File: src/rtl/tone_pkg.sv
// Tone timer shared definitions
`default_nettype none

package tone_pkg;

  //////////////////////////////////////////////////
  // phase generator

  localparam int                 PHASE_STEPS = 8;   // CLK cycles per phase cycle
  localparam int                 PHASE_W     = 3;
  localparam logic [PHASE_W-1:0] PHASE_CP1   = 3'd7; // main tick
  localparam logic [PHASE_W-1:0] PHASE_CP2   = 3'd4; // pending set window
  localparam logic [PHASE_W-1:0] PHASE_CLK1  = 3'd2; // N load window

  //////////////////////////////////////////////////
  // tone divider

  localparam int             N_W   = 8;
  localparam int             NUC_W = 3;

  localparam logic [N_W-1:0] RANGE_08_MIN = 8'h08; // lower bounds of the N classes
  localparam logic [N_W-1:0] RANGE_10_MIN = 8'h10;
  localparam logic [N_W-1:0] RANGE_20_MIN = 8'h20;
  localparam logic [N_W-1:0] RANGE_40_MIN = 8'h40;

  //////////////////////////////////////////////////
  // interrupt vector and mode word

  localparam int               VEC_W          = 12;
  localparam logic [VEC_W-1:0] VEC_TONE_BASE  = 12'h020;
  localparam logic [VEC_W-1:0] VEC_STEP       = 12'h004; // added per range index
  localparam int               MD_TONE_IE_BIT = 1;

  typedef enum logic [2:0] {
    R_OFF = 3'd0,  // below 08, no tone
    R_08  = 3'd1,
    R_10  = 3'd2,
    R_20  = 3'd3,
    R_40  = 3'd4
  } range_e;

  typedef struct packed {
    logic cp1;   // main tick
    logic cp2;   // second phase window
    logic clk1;  // N load window
    logic res;   // internal reset
  } phase_t;

  typedef struct packed {
    logic           n_wr;
    logic           md_wr;
    logic           reti;
    logic [N_W-1:0] data;
  } host_req_t;

  typedef struct packed {
    logic   trig;  // one tick after a falling tone edge
    range_e rng;
  } tone_evt_t;

  typedef struct packed {
    logic             load;
    logic             active;
    logic [VEC_W-1:0] vec;
  } irq_t;

endpackage

`default_nettype wire

File: src/rtl/clock_phase_gen.sv
// Clock phase generator
`default_nettype none

module clock_phase_gen
  import tone_pkg::*;
(
  input  logic   CLK,
  input  logic   rst_n,
  output phase_t phase
);

  logic [PHASE_W-1:0] step;      // position in the phase cycle
  logic [PHASE_W-1:0] step_nxt;
  logic               cp1_q;
  logic               cp2_q;
  logic               clk1_q;
  logic               res_q;

  //////////////////////////////////////////////////
  // step counter

  assign step_nxt = (step == PHASE_W'(PHASE_STEPS - 1)) ? '0 : step + 1'b1;

  // strobes are registered from the next step, so each one is
  // high exactly while the counter sits on its own step
  always_ff @(posedge CLK) begin
    if (!rst_n) begin
      step   <= '0;
      cp1_q  <= 1'b0;
      cp2_q  <= 1'b0;
      clk1_q <= 1'b0;
    end else begin
      step   <= step_nxt;
      cp1_q  <= (step_nxt == PHASE_CP1);
      cp2_q  <= (step_nxt == PHASE_CP2);
      clk1_q <= (step_nxt == PHASE_CLK1);
    end
  end

  //////////////////////////////////////////////////
  // internal reset

  // held through rst_n, dropped on the first tick after it
  always_ff @(posedge CLK) begin
    if (!rst_n) begin
      res_q <= 1'b1;
    end else if (cp1_q) begin
      res_q <= 1'b0;  // release lines up with the tick
    end
  end

  always_comb begin
    phase.cp1  = cp1_q;
    phase.cp2  = cp2_q;
    phase.clk1 = clk1_q;
    phase.res  = res_q;
  end

endmodule

`default_nettype wire

File: src/rtl/tone_divider.sv
// Tone divider
`default_nettype none

module tone_divider
  import tone_pkg::*;
(
  input  logic      CLK,
  input  phase_t    phase,
  input  host_req_t host,
  output tone_evt_t evt
);

  logic [N_W-1:0]   n;          // reload value
  logic [N_W-1:0]   n_hold;     // written value waiting for clk1
  logic             n_pend;
  logic [N_W-1:0]   nc;         // down-counter
  logic [NUC_W-1:0] nuc;        // reload counter
  logic             nc_eq_01;
  logic             reload_d;   // reload flag, one tick late
  range_e           rng;
  logic             tone_cond;
  logic             tone_cond_d;
  logic             trig_q;

  //////////////////////////////////////////////////
  // N register

  always_ff @(posedge CLK) begin
    if (host.n_wr) begin
      n_hold <= host.data;
    end
  end

  always_ff @(posedge CLK) begin
    if (phase.res) begin
      n      <= '0;
      n_pend <= 1'b0;
    end else begin
      if (phase.clk1 && n_pend) begin
        n <= n_hold;
      end
      if (host.n_wr) begin
        n_pend <= 1'b1;  // a new write waits for the next window
      end else if (phase.clk1) begin
        n_pend <= 1'b0;
      end
    end
  end

  //////////////////////////////////////////////////
  // NC and NUC counters

  assign nc_eq_01 = (nc == N_W'(1));

  always_ff @(posedge CLK) begin
    if (phase.cp1) begin
      if (phase.res) begin
        nc       <= '0;
        nuc      <= '0;
        reload_d <= 1'b0;
      end else begin
        nc       <= nc_eq_01 ? n : nc - 1'b1;
        reload_d <= nc_eq_01;
        if (reload_d) begin
          nuc <= nuc + 1'b1;  // counts reloads
        end
      end
    end
  end

  //////////////////////////////////////////////////
  // range class and tone trigger

  always_comb begin
    if (n < RANGE_08_MIN)      rng = R_OFF;
    else if (n < RANGE_10_MIN) rng = R_08;
    else if (n < RANGE_20_MIN) rng = R_10;
    else if (n < RANGE_40_MIN) rng = R_20;  // 3f included
    else                       rng = R_40;
  end

  // slower classes take higher NUC bits
  always_comb begin
    case (rng)
      R_08:    tone_cond = nuc[2];
      R_10:    tone_cond = nuc[1];
      R_20:    tone_cond = nuc[0];
      R_40:    tone_cond = reload_d;
      default: tone_cond = 1'b0;
    endcase
  end

  always_ff @(posedge CLK) begin
    if (phase.cp1) begin
      if (phase.res) begin
        tone_cond_d <= 1'b0;
        trig_q      <= 1'b0;
      end else begin
        tone_cond_d <= tone_cond;
        trig_q      <= tone_cond_d & ~tone_cond;  // falling edge
      end
    end
  end

  always_comb begin
    evt.trig = trig_q;
    evt.rng  = rng;
  end

endmodule

`default_nettype wire

File: src/rtl/tone_int_ctrl.sv
// Tone interrupt controller
`default_nettype none

module tone_int_ctrl
  import tone_pkg::*;
(
  input  logic      CLK,
  input  phase_t    phase,
  input  host_req_t host,
  input  tone_evt_t evt,
  output irq_t      irq
);

  logic             tone_ie;     // mode bit
  logic             pending;
  logic             active;
  logic             active_nxt;
  logic             set_active;
  logic             reti_pend;   // return seen, acts on the next tick
  logic             reti_req;
  logic             load_q;
  logic [1:0]       rng_idx;
  logic [VEC_W-1:0] vec_tone;

  //////////////////////////////////////////////////
  // mode bit

  always_ff @(posedge CLK) begin
    if (phase.res) begin
      tone_ie <= 1'b0;
    end else if (host.md_wr) begin
      tone_ie <= host.data[MD_TONE_IE_BIT];
    end
  end

  //////////////////////////////////////////////////
  // pending and active

  assign set_active = pending & ~active;
  assign reti_req   = reti_pend | host.reti;
  assign active_nxt = (active | set_active) & ~reti_req;

  always_ff @(posedge CLK) begin
    if (phase.res) begin
      pending <= 1'b0;
    end else if (phase.cp1 && set_active) begin
      pending <= 1'b0;  // handed over to active
    end else if (phase.cp2 && evt.trig && tone_ie && !active) begin
      pending <= 1'b1;
    end
  end

  always_ff @(posedge CLK) begin
    if (phase.res) begin
      reti_pend <= 1'b0;
    end else if (phase.cp1) begin
      reti_pend <= 1'b0;
    end else if (host.reti) begin
      reti_pend <= 1'b1;
    end
  end

  // trig while in service is dropped, pending only sets when idle
  always_ff @(posedge CLK) begin
    if (phase.res) begin
      active <= 1'b0;
      load_q <= 1'b0;
    end else if (phase.cp1) begin
      active <= active_nxt;
      load_q <= active_nxt & ~active;  // one tick on the rise
    end
  end

  //////////////////////////////////////////////////
  // vector

  always_comb begin
    case (evt.rng)
      R_10:    rng_idx = 2'd1;
      R_20:    rng_idx = 2'd2;
      R_40:    rng_idx = 2'd3;
      default: rng_idx = 2'd0;  // R_08 shares the base
    endcase
  end

  assign vec_tone = VEC_TONE_BASE + VEC_STEP * VEC_W'(rng_idx);

  always_comb begin
    irq.load   = load_q;
    irq.active = active;
    irq.vec    = load_q ? vec_tone : '0;
  end

endmodule

`default_nettype wire

File: src/rtl/tone_timer_top.sv
// Tone timer top level
`default_nettype none

module tone_timer_top
  import tone_pkg::*;
(
  input  logic      CLK,
  input  logic      rst_n,
  input  host_req_t host,
  output irq_t      irq
);

  phase_t    phase;  // strobes and internal reset
  tone_evt_t evt;    // divider to controller

  //////////////////////////////////////////////////
  // phase strobes

  clock_phase_gen i_clock_phase_gen (
    .CLK   (CLK),
    .rst_n (rst_n),
    .phase (phase)
  );

  //////////////////////////////////////////////////
  // tone divider

  tone_divider i_tone_divider (
    .CLK   (CLK),
    .phase (phase),
    .host  (host),
    .evt   (evt)
  );

  //////////////////////////////////////////////////
  // interrupt controller

  // trig from the divider is the only interrupt source
  tone_int_ctrl i_tone_int_ctrl (
    .CLK   (CLK),
    .phase (phase),
    .host  (host),
    .evt   (evt),
    .irq   (irq)
  );

endmodule

`default_nettype wire

File: config.mk
export PLATFORM = sky130hd
export DESIGN_NAME = tone_timer_top
export DESIGN_NICKNAME = d
export VERILOG_FILES = /design/src/rtl/tone_pkg.sv /design/src/rtl/clock_phase_gen.sv /design/src/rtl/tone_divider.sv /design/src/rtl/tone_int_ctrl.sv /design/src/rtl/tone_timer_top.sv
export SDC_FILE = /design/constraint.sdc
export NUM_CORES = 1
export LEC_CHECK = 0
export BUFFER_PORTS_ARGS = -buffer_cell sky130_fd_sc_hd__buf_4
export CAP_MARGIN = 5
export CORE_ASPECT_RATIO = 1.4
export CORE_MARGIN = 4
export CORE_UTILIZATION = 55
export CTS_CLUSTER_DIAMETER = 60
export DETAILED_ROUTE_END_ITERATION = 16
export HOLD_SLACK_MARGIN = 0.03
export PLACE_DENSITY = 0.83
export SLEW_MARGIN = 5
export SYNTH_ARGS = -nofsm -noshare
export SYNTH_HDL_FRONTEND = slang
export SYNTH_HIERARCHICAL = 1
export SYNTH_SLANG_ARGS = --single-unit
File: constraint.sdc
create_clock -name CLK -period 2.56 [get_ports CLK]
set_clock_uncertainty 0.2 [all_clocks]
set_input_delay 0 -clock CLK [delete_from_list [all_inputs] [get_ports CLK]]
set_output_delay 0 -clock CLK [all_outputs]
set_load 0.005 [all_outputs]
# Word level (Yosys, flattened, before mapping)
# Index checks and enable logic that the tools add are counted.
[op_classes]
add_sub_neg = 4
order_cmp = 4
eq_ne = 9
n_mux = 12
bitwise = 9
reduce_logical = 11
[ops]
columns = ["operator", "count"]
rows = [
  ["3-bit 2-to-1 mux", 6],
  ["3-bit equality test (second input constant)", 4],
  ["12-bit 2-to-1 mux", 1],
  ["3-bit by 2-bit equality test with 1-bit output (second input constant)", 3],
  ["8-bit by 1-bit equality test with 1-bit output (second input constant)", 1],
  ["8-bit by 4-bit less-than comparator with 1-bit output (second input constant)", 1],
  ["8-bit by 5-bit less-than comparator with 1-bit output (second input constant)", 1],
  ["8-bit by 6-bit less-than comparator with 1-bit output (second input constant)", 1],
  ["8-bit by 7-bit less-than comparator with 1-bit output (second input constant)", 1],
  ["8-bit 2-to-1 mux", 1],
  ["8-bit by 1-bit subtractor with 8-bit output (second input constant)", 1],
  ["6-bit by 4-bit adder with 7-bit output (first input constant)", 1],
  ["3-bit by 1-bit adder with 3-bit output (second input constant)", 2],
  ["2-bit case mux with 3 select lines", 1],
  ["1-bit logical AND", 5],
  ["1-bit AND", 4],
  ["1-bit case mux with 4 select lines", 1],
  ["2-bit nonzero test", 2],
  ["2-bit OR reduction", 2],
  ["3-bit by 1-bit equality test with 1-bit output (second input constant)", 1],
  ["1-bit NOT", 3],
  ["1-bit 2-to-1 mux", 2],
  ["1-bit OR", 2],
  ["2-bit AND reduction", 1],
  ["1-bit logical NOT", 1],
]
[word_totals]
reg_bits = 43
in_bits = 13
out_inout_bits = 14
elab_cells = 67

# Depth between registers and ports, before layout
[logic_depth]
ltp_word = 9
depth_mapped = 7

# Modules after synthesis
# The synthesis kept the hierarchy.
[by_module_without_submodules]
columns = ["module", "instances", "cells_per_inst", "area_per_inst_um2", "seq_area_each_um2"]
rows = [
  ["tone_divider", 1, 121, 1391.3, 840.8],
  ["tone_int_ctrl", 1, 37, 326.6, 100.1],
  ["clock_phase_gen", 1, 27, 295.3, 140.1],
]

# Least setup slack after synthesis
# Ideal clock, no wire load.
[synth_timing]
kind = "register -> register"
start = "register i_tone_divider.nc[2]"
end = "register i_tone_divider.nc[5], data pin"
setup_time_ps = 276
t_arrival_ps = 1506
t_required_ps = 2084
setup_slack_ps = 578
stages_incl_launch_ff = 6
n_path_buf = 1
synth_period_minus_slack_ps = 1982
cell_sequence = "edfxtp_1 -> nor4_2 -> or3b_4 -> buf_6 -> nor2_1 -> a211oi_2"
[synth_via]
elab_chain_len = 2
[synth_lines]
columns = ["element", "line_no", "source"]
rows = [
  ["from (decl)", "tone_divider.sv:16", "logic [N_W-1:0] nc;"],
  ["from (signal assigned)", "tone_divider.sv:62", "nc <= nc_eq_01 ? n : nc - 1'b1;"],
  ["8-bit by 1-bit subtractor with 8-bit output or 8-bit by 1-bit equality test with 1-bit output (tied branches)", "tone_divider.sv:62, tone_divider.sv:53", ""],
  ["8-bit 2-to-1 mux *", "tone_divider.sv:62", ""],
]
# Every way passes the cells marked *; elsewhere a longest branch is shown, timed or not.
# A chain may end at the register's enable or synchronous reset.

# Final worst setup path
[layout_timing]
start = "register i_tone_divider.nc[2]"
end = "register i_tone_divider.nc[2], data pin"
# The elaborated chain is that of the path after synthesis.

==> qor.yml <==
status: "completed"
dp_hpwl_mm: 2.58
clkTransAtPathRegs_ps: 80
crit_path_top_delay_cell: "or3b_4"
required_ps: 2410
register_area_um2: 1080
cts_setup_buffers: 0
drtPass1Iterations: 4
holdPathEnd: "i_tone_divider/n_hold[4]$_DFFE_PP_"
r2r_start: "i_tone_divider/nc[2]$_SDFFCE_PP0P_"
period_needed_ps: 2150
start_util_pct: 58.5
die_area_um2: 4710
final_common_cell: "edfxtp_1"
setup_tns_ps: 0
drtIter0Drc: 38
path_class: "reg -> reg"
r2r_cells: 4
maxCapViolCount: 0
endpoint_kind: "register"
cp.arrival_ps: 2000
cts_hold_buf: 12
grt-ovfl-total: 0
avgSynthCellArea_um2: 10.9
synth_area_um2: 2010
wire_per_inst_um: 14.7
drive_above_1_share_pct: 17.7
viasPerCell: 5.41
min_from: "host[4]"
antenna_found_initial: 0
pin_count: 27
die_w_um: 59.1
synth_cells: 185
fin_cells: 249
root_buffer: "clkbuf_8"
fillers: 272
placed_cells: 229
grt_max_degree: 24
numClockSinks: 43
num_rows: 25
insertion_delay_ps: 290
multi_input_area_um2: 771
place_congestion: 0.778
cts_resized: 0
setup_viol: 0
synth-seq-cells: 43
htreeDepth: 2
period_share_pct: 84.0
path_cells: "nor4_2 -> or3b_4 -> nor2_1 -> a211oi_2"
async_flop_share_pct: 0
hold_viol: 0
drc_errors: 0
maxSlewViolCount: 0
r2r_slack_ps: 410
slew_headroom_pct: 48.8
path_delay_family: "simple AND/OR/NAND/NOR gates"
grt_pass1_vias: 1328
worstPathMaxFanout: 13
synth_edf_count: 22
setup_ws_ps: 409
cts_tree: "done"
cts_max_path_buffers: 2
fmax_mhz: 465
crit_path_max_incr_delay_ps: 530
tightest_slew_ps: 768
hp-class: "in -> reg"
synth_top_flop_cell: "edfxtp_1"
post-place-ws_ps: 429
whs_path_depth: 2
core-area_um2: 3440
grt_pass1_wl_mm: 6.33
final_cell_mix: "edfxtp_1 (22), nor2_1 (21), dfxtp_1 (21)"
total_power_mw: 1.32
grtUsageTotal_pct: 18.1
yosysWarnings: 6
nets: 229
synth.distinct_cells: 43
start_kind: "register"
cts_buffers: 5
p_per_area_nw_per_um2: 573
critPathBufInv: 0
die_h_um: 79.6
vias: 1347
diodes: 0
drt_wl_total_mm: 3.67
antenna_left: 0
area_growth_pct: 14.3
ir_worst_vdd_mv: 0.510
io_buffers: 17
worstReg2RegEnd: "i_tone_divider/nc[2]$_SDFFCE_PP0P_"
grt_setup_unrepaired: "false"
leakage_nw: 0.881
yosysSeqAreaShare_pct: 53.7
## cells in the mapped netlist (2+ instances only)
cell type | count | share of area, %
edfxtp_1 | 22 | 33
dfxtp_1 | 21 | 21
nor2_1 | 21 | 3.9
buf_4 | 17 | 6.3
nand2_1 | 14 | 2.6
a21oi_1 | 13 | 3.2
inv_1 | 10 | 1.9
ha_1 | 8 | 5.0
nand3_1 | 8 | 2.0
a211oi_2 | 5 | 3.1
xnor2_1 | 4 | 1.7
clkbuf_1 | 3 | 0.56
nor2b_1 | 3 | 0.93
a311oi_1 | 2 | 0.87
and3_1 | 2 | 0.62
mux2_2 | 2 | 1.1
nor3_1 | 2 | 0.50
o21a_1 | 2 | 0.75
o21ai_0 | 2 | 0.50
## stage by stage
stage	utilization [%]	hold WS, ps	area [um2]
after CTS	66.9	217	2300
after detailed placement	60.3	-20.1	2070
final	66.9	223	2300
after global placement	60.3	-21.4	2070
after floorplan	-	-124	2040
after global routing	66.9	233	2300
## cells by family (layout without fill, tap and decap cells)
logic type                 count (synthesis)  after routing  share of synthesized area, %
and+or+nand+nor                           62             62                          16.0
other                                      1              9                         0.186
xor gates and xnor gates                   5              5                          2.18
adders and majority gates                  8              8                          4.97
muxes                                      3              3                          1.62
AOI/OAI and AO/OA                         31             31                          11.8
buffers and inverters                     32             48                          9.51
DFF                                       43             43                          53.7
## how the worst max path moves through the flow
stage,startpoint,to,slack [ps],cells past startpoint
floorplan,i_tone_divider/nc[2]$_SDFFCE_PP0P_,i_tone_divider/nc[5]$_SDFFCE_PP0P_,580,5
global placement,i_tone_divider/nc[2]$_SDFFCE_PP0P_,i_tone_divider/nc[3]$_SDFFCE_PP0P_,580,4
detailed placement,i_tone_divider/nc[2]$_SDFFCE_PP0P_,i_tone_divider/nc[2]$_SDFFCE_PP0P_,430,4
CTS,i_tone_divider/nc[2]$_SDFFCE_PP0P_,i_tone_divider/nc[2]$_SDFFCE_PP0P_,410,4
global route,i_tone_divider/nc[2]$_SDFFCE_PP0P_,i_tone_divider/nc[2]$_SDFFCE_PP0P_,280,4
finish,i_tone_divider/nc[2]$_SDFFCE_PP0P_,i_tone_divider/nc[2]$_SDFFCE_PP0P_,410,4
## power by group
group          switching (mW)  internal, mW
registers              0.0139         0.740
logic                  0.0245        0.0342
clock network           0.215         0.292
## cell type report
| class | instances | area share (%) |
|---|---|---|
| well taps | 40 | 2.18 |
| repair buffers | 30 | 11.1 |
| inverters | 10 | 1.63 |
| multi-input cells | 118 | 33.5 |
| clock inverters | 1 | 1.31 |
| clock buffers | 7 | 3.32 |
| flip-flops and latches | 43 | 47.0 |
## sequential cells by signal, indices dropped and copies added, names as in the netlist, 3 cells and up
signal                  count
i_tone_divider/nuc          3
i_tone_divider/nc           8
i_clock_phase_gen/step      3
i_tone_divider/n            8
i_tone_divider/n_hold       8
## routing by layer
metal | up-vias | track usage [%] | routed length (um)
li1 | 667 | - | -
met4 | 0 | 8.84 | 88
met5 | - | 0 | 0
met3 | 11 | 4.37 | 126
met1 | 641 | 20.1 | 1470
met2 | 28 | 31.3 | 1980
(Power assumes the default switching activity.)
